===== config.mk =====
export PLATFORM = sky130hd
export DESIGN_NAME = vga_timing
export DESIGN_NICKNAME = d
export VERILOG_FILES = /design/src/rtl/vga_timing.sv
export VERILOG_INCLUDE_DIRS = /design/src /design/src/include
export SDC_FILE = /design/constraint.sdc
export NUM_CORES = 1
export LEC_CHECK = 0
export BUFFER_PORTS_ARGS = -buffer_cell sky130_fd_sc_hd__buf_2
export CORE_MARGIN = 2
export CORE_UTILIZATION = 55
export CTS_CLUSTER_DIAMETER = 120
export CTS_CLUSTER_SIZE = 40
export DETAILED_ROUTE_END_ITERATION = 7
export PLACE_DENSITY = 0.75
export SETUP_SLACK_MARGIN = 0.5
export SYNTH_ARGS = -nofsm -noshare
export SYNTH_HDL_FRONTEND = slang
export SYNTH_SLANG_ARGS = --single-unit
export TNS_END_PERCENT = 5

===== constraint.sdc =====
create_clock -name clk_25_vga -period 2.1 [get_ports clk_25_vga]
set_clock_uncertainty 0.05 [all_clocks]
set_input_delay 0.105 -clock clk_25_vga [delete_from_list [all_inputs] [get_ports clk_25_vga]]
set_output_delay 0.105 -clock clk_25_vga [all_outputs]
set_load 0.05 [all_outputs]

===== src/include/cam_params.svh =====
// camera tracker parameters
// frame size, scaled vga timing, orange thresholds and region splits
`ifndef CAM_PARAMS_SVH
`define CAM_PARAMS_SVH

// scaled frame, also the vga active area
`define CAM_WIDTH  32
`define CAM_HEIGHT 24

// frame buffer, one word per pixel
`define FB_DEPTH  768
`define FB_ADDR_W 10

// porches and sync widths, line of 44 cycles, frame of 30 lines
`define H_FRONT 4
`define H_SYNC  4
`define H_BACK  4
`define V_FRONT 2
`define V_SYNC  2
`define V_BACK  2

// orange rule on 4-bit components
`define ORANGE_R_MIN 12
`define ORANGE_G_MIN 4
`define ORANGE_G_MAX 9
`define ORANGE_B_MAX 4

// column boundaries left | center | right
`define REGION_SPLIT_1 11
`define REGION_SPLIT_2 22

// least orange count for a detection
`define MIN_TARGET_PIXELS 6

`endif


===== src/rtl/vga_timing.sv =====
// vga timing
// raster counters, active-low syncs and frame buffer read address
// sync, active and col leave one cycle late to line up with read data
`include "cam_params.svh"

module vga_timing (
  input  logic                  clk_25_vga,
  input  logic                  arst_n,
  output logic [`FB_ADDR_W-1:0] rd_addr,
  output logic                  hsync,
  output logic                  vsync,
  output logic                  active,
  output logic [4:0]            col
);

  localparam int H_TOTAL = `CAM_WIDTH + `H_FRONT + `H_SYNC + `H_BACK;
  localparam int V_TOTAL = `CAM_HEIGHT + `V_FRONT + `V_SYNC + `V_BACK;
  localparam int H_W     = $clog2(H_TOTAL);
  localparam int V_W     = $clog2(V_TOTAL);

  logic [H_W-1:0] h_cnt;
  logic [V_W-1:0] v_cnt;
  logic           h_end;
  logic           active_now;
  logic           hsync_now;
  logic           vsync_now;

  assign h_end = (h_cnt == H_TOTAL - 1);

  // active area first, then front porch, sync, back porch
  assign active_now = (h_cnt < `CAM_WIDTH) && (v_cnt < `CAM_HEIGHT);
  assign hsync_now  = !((h_cnt >= `CAM_WIDTH + `H_FRONT) &&
                        (h_cnt <  `CAM_WIDTH + `H_FRONT + `H_SYNC));
  assign vsync_now  = !((v_cnt >= `CAM_HEIGHT + `V_FRONT) &&
                        (v_cnt <  `CAM_HEIGHT + `V_FRONT + `V_SYNC));

  // horizontal and vertical counters
  always_ff @(posedge clk_25_vga or negedge arst_n) begin
    if (!arst_n) begin
      h_cnt <= '0;
      v_cnt <= '0;
    end else if (h_end) begin
      h_cnt <= '0;
      if (v_cnt == V_TOTAL - 1)
        v_cnt <= '0;
      else
        v_cnt <= v_cnt + 1'b1;
    end else begin
      h_cnt <= h_cnt + 1'b1;
    end
  end

  // read address, cleared in vsync and stepped per active pixel
  always_ff @(posedge clk_25_vga or negedge arst_n) begin
    if (!arst_n)
      rd_addr <= '0;
    else if (!vsync_now)
      rd_addr <= '0;
    else if (active_now)
      rd_addr <= rd_addr + 1'b1;
  end

  // one stage to match the buffer read latency
  always_ff @(posedge clk_25_vga or negedge arst_n) begin
    if (!arst_n) begin
      hsync  <= 1'b1;
      vsync  <= 1'b1;
      active <= 1'b0;
      col    <= '0;
    end else begin
      hsync  <= hsync_now;
      vsync  <= vsync_now;
      active <= active_now;
      col    <= h_cnt[4:0];
    end
  end

endmodule


* Word-level counts from Yosys, hierarchy flattened
Index checks and enable logic that the tools add are counted.
** Word-level totals
- Bits in registers :: 29
- Input port bits :: 2
- Output and inout bits :: 18
- Word-level logic and storage cells :: 28
** Cells by class
- $add $sub $neg :: 3
- $lt $le $gt $ge :: 6
- Equal/unequal tests :: 2
- Multiplexer cells :: 4
- Reduce and logical (&&, ||, !) cells :: 6
** Operators by type and width (number)
- $mux 10 :: 2
- $lt 6x6->1 const B :: 2
- $add 10x1->10 const B :: 1
- $lt 5x5->1 const B :: 2
- $add 6x1->6 const B :: 1
- $eq 6x6->1 const B :: 1
- $ge 6x6->1 const B :: 1
- $mux 6 :: 1
- $add 5x1->5 const B :: 1
- $eq 5x5->1 const B :: 1
- $ge 5x5->1 const B :: 1
- $mux 5 :: 1
- $logic_and 1x1->1 :: 3
- $logic_not 1->1 :: 2
- $reduce_bool 2->1 :: 1

* Depth between registers and ports, before layout
Gate-level depths: netlist of run 1.
- Depth in word-level cells :: 4
- Gate-level depth with buffers :: 6

* Least setup slack after synthesis of run 1
Ideal clock, no wire load.
- Path type :: reg2reg
- From :: register rd_addr[0]
- To :: register rd_addr[6]
- Library setup time :: 78 ps
- Arrival time :: 1683 ps
- Data required time :: 1972 ps
- Setup slack :: 290 ps
- Stages on the path, launching flop included :: 5
- Clock period less this slack :: 1810 ps
- Cell sequence :: dfrtp_1 ha_1 nand3_1 or4_1 a21oi_1
** Between the ends
- Cells in the longest elaborated chain, start to end :: 3
** RTL lines
- start: declaration :: line vga_timing.sv:9 : output logic [`FB_ADDR_W-1:0] rd_addr,
- start signal: assignment :: line vga_timing.sv:60 : rd_addr <= rd_addr + 1'b1;
- $add 10x1->10 :: line vga_timing.sv:60
- $mux 10 :: line vga_timing.sv:59 : else if (active_now)
- $mux 10 :: line vga_timing.sv:57 : else if (!vsync_now)
Every way passes these cells. The select of a mux whose other input is x is not followed.
A chain may end at the register's enable or synchronous reset.

* Final worst setup path of run 1
- From :: register h_cnt[0]
- To :: register v_cnt[3]
** Between the ends
- Cells in the longest elaborated chain, start to end :: 1
** RTL lines
- start: declaration :: line vga_timing.sv:21 : logic [H_W-1:0] h_cnt;
- start signal: assignment :: line vga_timing.sv:49 : h_cnt <= h_cnt + 1'b1;
- $eq 6x6->1 :: line vga_timing.sv:28 : assign h_end = (h_cnt == H_TOTAL - 1);
- end signal: assignment :: line vga_timing.sv:47 : v_cnt <= v_cnt + 1'b1;
- end: declaration :: line vga_timing.sv:22 : logic [V_W-1:0] v_cnt;
Every way passes these cells.

==> results.yml, run 1 <==
finish:
  diodes: 0
  fin_util: 0.7209
  syn_to_final_growth_pct: 21.97
  drive_above_1_share: 0.3590
  fin_nets: 162
sta:
  fin_ws_ns: 0.5515
  fin_crit_sh: 0.7374
  max_freq_ghz: 0.6458
  layout_min_cycle_time_ns: 1.548
  setup_viol: 0
  hold_viol: 0
  drv_slew: 0
  maxSlewHeadroom: 0.5835
  tightestPinTransition_ns: 0.6248
  setup_total_negative_slack_ns: 0
  rsz0062_at_grt: "true"
critical_path:
  required_ns: 2.31
  ff2ff_path_depth: 4
  crit_type: "reg -> reg"
  endpoint_kind: "flop"
  crit_fanout: 9
  r2r-start: "h_cnt[0]"
  crit_start: "h_cnt[0]"
  r2r_slack_ns: 0.55
  rr_endpoint: "v_cnt[3]"
  cp_data_arrival_time_ns: 1.76
  start_kind: "flop"
synth:
  synthArstFlopShare: 1.000
  ys_seq_area_frac: 0.5465
  synth-warning-count: 0
  yosys.area.top_type: "dfrtp_1"
  synth.distinct_cells: 33
  synth_area_sq_um: 1333
  synth_cells: 121
  synth-edff-count: 0
  syn_area_per_cell_sq_um: 11.01
  synth_flop_cell: "dfrtp_1"
  syn_nets: 128
  ys_ff_latch: 29
  synth_top_area_frac: 0.5070
  synth.area.top_cells: "dfrtp_1 (51%), ha_1 (4.7%), dfstp_2 (3.9%)"
floorplan:
  core_sq_um: 2255
  pin_count: 20
  fp.dieW_um: 53.22
  start_util: 0.5910
  fp.dieH_um: 53.22
  dieArea_sq_um: 2832
  fp-row-count: 17
clock_network:
  cts_tree: "yes"
  clk_path_buf_depth: 2
  numCtsBuffers: 5
  clock_latency_ns: 0.33
  clock-sinks: 29
  cts.clk_slew.worst_paths_ns: 0.09
  cts-root-buf: "clkbuf_4"
  htree_levels: 2
route:
  ant_nets: 0
  drt_pass1_iterations: 4
  avgRoutedWirePerCell_um: 13.93
  vias_per_cell: 5.668
  drtIter0Drc: 22
  drc: 0
  wl_um: 2563
  vias: 1043
run_status:
  status: "complete, no violations"
placed_design:
  hpwl_um: 1509
  portBuffers: 19
  place_congestion: 0.7779
  place_ws_ns: 0.4177
global_routing:
  grt_max_degree: 30
  grt_remaining_overflow: 0
  track_usage: 0.1958
  grt_pass1_vias: 896
  grt_antenna_before_repair: 0
  grt_first_pass_wirelength_um: 3843
flow_run:
  maxCapViolCount: 0
power_and_ir_drop:
  powerDensity_nw_per_um2: 549.8
  p_leak_nw: 0.7227
  ir_drop_v: 0.0004498
  total_power_mw: 0.8936
worst_hold_path:
  min_path_type: "in -> async"
## synthesized netlist by cell type, types with 4 or more instances
master / number
dfrtp_1: 27
inv_1: 9
nand2_1: 9
a21oi_1: 8
o21ai_0: 6
ha_1: 5
nand3_1: 5
nor2_1: 5
o31ai_1: 5
nand4_1: 4
or4_1: 4
## logic make-up (layout without fill, tap and decap cells)
group | count (synthesis) | after routing | synth area share
AOI/OAI and AO/OA | 26 | 26 | 0.1240
adders and majority gates | 5 | 5 | 0.04695
xor gates and xnor gates | 3 | 3 | 0.01972
and+or+nand+nor | 41 | 41 | 0.1840
muxes | 4 | 4 | 0.03099
DFF | 29 | 29 | 0.5465
buffers and inverters | 13 | 48 | 0.04788
## how the worst max path moves through the flow
stage / endpoint / slack [ns] / cells after the start
finish: v_cnt[3] / 0.55 / 4
global route: v_cnt[3] / 0.45 / 4
CTS: v_cnt[3] / 0.50 / 4
detailed placement: v_cnt[0] / 0.42 / 4
global placement: v_cnt[0] / 0.44 / 4
floorplan: rd_addr[8] / 0.50 / 4
## layer usage
metal	wire length (um)	global-route usage	up-vias
met5	0	0	-
met4	35	0.07692	0
met3	128	0.07627	5
met2	1261	0.3107	24
met1	1137	0.2375	497
li1	-	-	517
## state kept, by name, summed over array words and instances, names as in the netlist
signal	cells
v_cnt	5
col	5
rd_addr	10
active	1
hsync	1
h_cnt	6
vsync	1
## critical path: stages, from the launching register on
cell	delay [ns]
dfrtp_1	0.41
ha_2	0.24
nand4b_4	0.20
or4_1	0.50
o21ai_0	0.08
## cell usage in the layout, fill, tap and decap left out, drive strengths merged, types with 5 or more instances in the layout
master	instances
buf	30
dfrtp	27
inv	9
nand2	9
a21oi	8
o21ai	6
clkbuf	6
nand3	5
o31ai	5
nor2	5
ha	5
## power breakdown
part           internal (mW)  switching, mW
registers              0.558              0
logic                0.00186         0.0103
clock network          0.127          0.196
total                  0.687          0.207
## repair_timing
item	in CTS	in global routing
setup buffers	0	10
pin swaps	0	0
gates resized for setup	4	6
hold endpoints to repair	27	0
gates cloned	0	0
hold buffers	1	0
setup endpoints to repair	5	8
## per-stage QoR
step,cells,cell area (sq um),hold WS (ns)
5_1_grt,184,1625,0.3336
3_3_place_gp,165,1458,0.1041
6_report,184,1625,0.2651
4_1_cts,174,1536,0.2821
3_5_place_dp,165,1458,0.1110
2_1_floorplan,121,1350,-0.2406
## area by class of cell
type / instances / area, sq um
fill: 166 / 629.4
inverter: 9 / 33.78
clock buffer: 6 / 41.29
clock inverter: 2 / 10.01
timing repair buffer: 31 / 187.7
tap: 28 / 35.03
sequential: 29 / 738.2
multi-input combinational: 79 / 579.3
Power figures use the tool's default switching activity.
==> run 2, diff against run 1 <==
- clock period: 2.1 -> 1.5 ns (I/O delays scaled with it)
==> results.yml, run 2 (synthesis gave the netlist of run 1 again) <==
global_routing:
  grt_max_degree: 30
  grt_first_pass_wirelength_um: 4843
  track_usage: 0.2479
  grt_antenna_before_repair: 0
  grt_pass1_vias: 1023
  grt_remaining_overflow: 0
clock_network:
  cts_tree: "yes"
  cts-root-buf: "clkbuf_4"
  clock_latency_ns: 0.34
  clock-sinks: 29
  clk_path_buf_depth: 2
  htree_levels: 2
  cts.clk_slew.worst_paths_ns: 0.11
  numCtsBuffers: 5
route:
  ant_nets: 0
  wl_um: 4363
  drtIter0Drc: 38
  avgRoutedWirePerCell_um: 22.49
  vias_per_cell: 6.464
  drt_pass1_iterations: 4
  vias: 1254
  drc: 0
sta:
  fin_crit_sh: 1.045
  tightestPinTransition_ns: 0.6452
  max_freq_ghz: 0.6380
  setup_viol: 4
  drv_slew: 0
  maxSlewHeadroom: 0.5699
  layout_min_cycle_time_ns: 1.567
  fin_ws_ns: -0.06734
  rsz0062_at_grt: "true"
  hold_viol: 0
floorplan:
  fp.dieH_um: 53.22
  fp-row-count: 17
  fp.dieW_um: 53.22
  start_util: 0.5910
  dieArea_sq_um: 2832
  core_sq_um: 2255
  pin_count: 20
finish:
  fillers: 67
  mostFrequentLayoutCell: "dfrtp_1"
  multi_input_area_sq_um: 758.2
  reg_top3: "rd_addr x10, h_cnt x6"
  drive_above_1_share: 0.5542
  largest_register: "rd_addr"
  syn_to_final_growth_pct: 56.62
  layout_common_cells: "dfrtp_1 (19), buf_4 (15), buf_6 (13)"
  regArea_sq_um: 738.2
  diodes: 0
  fin_util: 0.9256
  largest_reg_flops: 10
  fin_nets: 172
run_status:
  violations: "setup timing"
  status: "complete, but fails checks"
critical_path:
  cp_slowest_cell: "dfrtp_1"
  critPathBufInv: 1
  cp_data_arrival_time_ns: 1.73
  start_kind: "flop"
  cp.depth: 5
  required_ns: 1.66
  crit_fanout: 4
  cp_top_family: "compound AO/OA/AOI/OAI gates"
  crit_type: "reg -> reg"
  slowest_delay_ns: 0.46
  cp_cell_sequence: "inv_2, ha_4, a41oi_1, o31ai_4, o41ai_2"
  ff2ff_path_depth: 5
  endpoint_kind: "flop"
placed_design:
  hpwl_um: 1835
  place_ws_ns: -0.004434
  portBuffers: 19
  place_congestion: 0.7945
worst_hold_path:
  min_path_type: "in -> async"
power_and_ir_drop:
  ir_drop_v: 0.001113
  powerDensity_nw_per_um2: 776.4
  p_leak_nw: 0.8985
flow_run:
  maxCapViolCount: 0
==> run 2: cell types whose count changed in the layout (fill, tap and decap cells not counted), moves of 4 or more <==
cell,change
a21oi_1,-5
buf_2,-17
buf_6,+13
buf_8,+8
a21oi_2,+5
buf_4,+4
==> run 2: final timing paths <==
check,start,end,slack (ns)
hold reg to reg,h_cnt[4],col[4],0.49
min in group clk_25_vga,h_cnt[4],col[4],0.49
setup / recovery,v_cnt[1],v_cnt[2],-0.07
hold / removal,arst_n,rd_addr[3],0.24
setup reg to reg,v_cnt[1],v_cnt[2],-0.07
max in group asynchronous,arst_n,rd_addr[7],0.70
==> run 2: final cells by class <==
class	count	share of cell area
flip-flops and latches	29	0.3537
clock buffers	5	0.01799
multi-input cells	80	0.3633
well taps	28	0.01679
inverters	9	0.01619
clock inverters	3	0.03118
repair buffers	40	0.2008
==> run 2: repair_timing <==
item / in CTS / in global routing
endpoints found under the setup margin: 40 / 41
endpoints found under the hold margin: 27 / 0
hold buffers: 1 / 0
pin swaps: 4 / 15
gates cloned: 1 / 0
buffers inserted: 5 / 2
resized for setup: 5 / 97
==> run 2: per-layer routing <==
metal,global-route usage,part of all wire,vias to the layer above,wire length [um]
met3,0.1102,0.072,11,315
met1,0.3044,0.38,646,1645
li1,-,-,534,-
met2,0.3724,0.52,63,2279
met4,0.1111,0.028,0,123
met5,0,0,-,0
==> run 2: power breakdown <==
part	switching (mW)	internal, mW	total, mW
Combinational	0.0149	0.00262	0.0175
Clock	0.306	0.516	0.821
Sequential	0	0.781	0.781
==> run 2: metrics by stage <==
step	hold WS, ns	setup TNS, ns	std cells	total power, mW	area, sq um
4_1_cts	0.2538	0	192	1.616	1768
6_report	0.2380	-0.1261	194	1.620	2087
5_1_grt	0.3011	-0.3194	194	1.663	2087
2_1_floorplan	-0.2706	0	121	0.7967	1381
3_3_place_gp	0.07262	0	177	0.8125	1592
3_5_place_dp	0.08113	-0.004434	177	0.8130	1592
==> run 3, diff against run 2 <==
- BUFFER_PORTS_ARGS: -buffer_cell sky130_fd_sc_hd__buf_2 -> not set
- CORE_UTILIZATION: 55 -> 64
- CTS_BUF_LIST: not set -> sky130_fd_sc_hd__clkbuf_8
- DONT_BUFFER_PORTS: not set -> 1
- PLACE_DENSITY: 0.75 -> 0.78
==> results.yml, run 3 (synthesis gave the netlist of run 1 again) <==
global_routing:
  grt_max_degree: 30
  met3_usage: 0.08182
  grt_pass1_vias: 1197
  grt_first_pass_wirelength_um: 5471
  track_usage: 0.3027
  grt_antenna_before_repair: 0
  grt_busiest_layer: "met2"
  gr-usage-met1: 0.3361
  grt_remaining_overflow: 0
  use_met2: 0.5400
critical_path:
  crit_type: "reg -> reg"
  cp_data_arrival_time_ns: 1.65
  start_kind: "flop"
  crit_fanout: 4
  required_ns: 1.64
  endpoint_kind: "flop"
  r2r_slack_ns: -0.02
power_and_ir_drop:
  ir_drop_v: 0.001091
  swShare: 0.2071
  comb_power_share: 0.016
  p_int_mw: 1.149
  switchingPower_mw: 0.3001
  p_seq_frac: 0.540
  power_frac_clock: 0.444
  total_power_mw: 1.449
  powerDensity_nw_per_um2: 804.4
  p_leak_nw: 0.7792
placed_design:
  place_congestion: 0.7405
  hpwl_um: 1812
  portBuffers: 0
  place_ws_ns: -0.01505
finish:
  diodes: 0
  mostFrequentLayoutCell: "buf_4"
  drive_above_1_share: 0.4204
  syn_to_final_growth_pct: 35.21
  reg_top3: "rd_addr x10, h_cnt x6"
  largest_reg_flops: 10
  largest_register: "rd_addr"
  fin_nets: 163
  layout_common_cells: "buf_4 (28), dfrtp_1 (18), inv_1 (9), dfrtp_2 (9), nand2_1 (8)"
clock_network:
  clk_path_buf_depth: 2
  htree_levels: 2
  clock-sinks: 29
  cts_tree: "yes"
  clock_latency_ns: 0.28
  cts-root-buf: "clkbuf_8"
  numCtsBuffers: 5
  cts.clk_slew.worst_paths_ns: 0.06
sta:
  setup_total_negative_slack_ns: -0.03016
  fin_crit_sh: 1.011
  drv_slew: 0
  layout_min_cycle_time_ns: 1.516
  max_freq_ghz: 0.6596
  hold_viol: 0
  rsz0062_at_grt: "true"
  setup_viol: 2
  fin_ws_ns: -0.01605
  tightestPinTransition_ns: 0.4774
  maxSlewHeadroom: 0.6819
floorplan:
  fp.dieW_um: 49.63
  start_util: 0.6792
  fp.dieH_um: 49.63
  pin_count: 20
  core_sq_um: 1962
  dieArea_sq_um: 2463
  fp-row-count: 16
route:
  wl_um: 3855
  ant_nets: 0
  drtIter0Drc: 90
  avgRoutedWirePerCell_um: 20.95
  vias: 1207
  drc: 0
  drt_pass1_iterations: 4
  vias_per_cell: 6.560
flow_run:
  maxCapViolCount: 0
worst_hold_path:
  min_path_type: "in -> async"
run_status:
  status: "complete, but fails checks"
  violations: "setup timing"
[run 3: cell types whose count changed in the layout (fill, tap and decap cells not counted), sizes merged]
cell	delta
clkbuf	+1
bufinv	-2
buf	-9
inv	+2
clkinv	-1
[run 3: timing repair]
action	in CTS	in global routing
cloned	1	0
hold buffers	2	0
pin swaps	6	2
resized for setup	8	9
endpoints found under the setup margin	38	41
buffers inserted	8	0
hold endpoints to repair	29	0
[run 3: final cells by class]
class / instances / area (sq um)
Clock buffer: 6 / 82.58
Clock inverter: 2 / 7.507
Fill cell: 69 / 160.2
Inverter: 9 / 33.78
Multi-Input combinational cell: 80 / 653.1
Sequential cell: 29 / 739.5
Tap cell: 27 / 33.78
Timing Repair Buffer: 31 / 251.5
[run 3: final timing paths]
path / cells after the start / endpoint / from
hold reg to reg: 1 / col[4] / h_cnt[4]
setup reg to reg: 4 / rd_addr[9] / rd_addr[0]
hold / removal: 2 / rd_addr[5] / arst_n
max in group asynchronous: 2 / vsync / arst_n
min in group clk_25_vga: 1 / col[4] / h_cnt[4]
setup / recovery: 4 / rd_addr[9] / rd_addr[0]
[run 3: power by group through the flow]
stage	Sequential (mW)	Clock, mW	Combinational, mW
3_5_place_dp	0.797	0	0.000000308
3_3_place_gp	0.797	0	0.000000308
4_1_cts	0.783	0.643	0.0235
5_1_grt	0.782	0.690	0.0267
2_1_floorplan	0.797	0	0.000000218
6_report	0.783	0.644	0.0229
[run 3: worst max-delay path, cell delays in order, from the launching register on]
cell and delay (ns):
dfrtp_2 0.39, buf_4 0.13, nand4_1 0.18, nor4_1 0.39, mux2i_1 0.27
[run 3: routing by layer]
metal,routed length [um],share of wire,up-vias
li1,-,-,517
met1,1396,0.36,580
met2,1967,0.51,84
met3,274,0.071,26
met4,216,0.056,0
met5,0,0,-
[run 3: metrics by stage]
step | std cells | cell area, sq um | hold slack, ns | utilization
6_report | 184 | 1802 | 0.1911 | 0.9184
5_1_grt | 184 | 1802 | 0.2093 | 0.9184
4_1_cts | 184 | 1769 | 0.1906 | 0.9018
3_5_place_dp | 165 | 1543 | -0.2700 | 0.7864
3_3_place_gp | 165 | 1543 | -0.2700 | 0.7864
2_1_floorplan | 121 | 1381 | -0.2706 | -
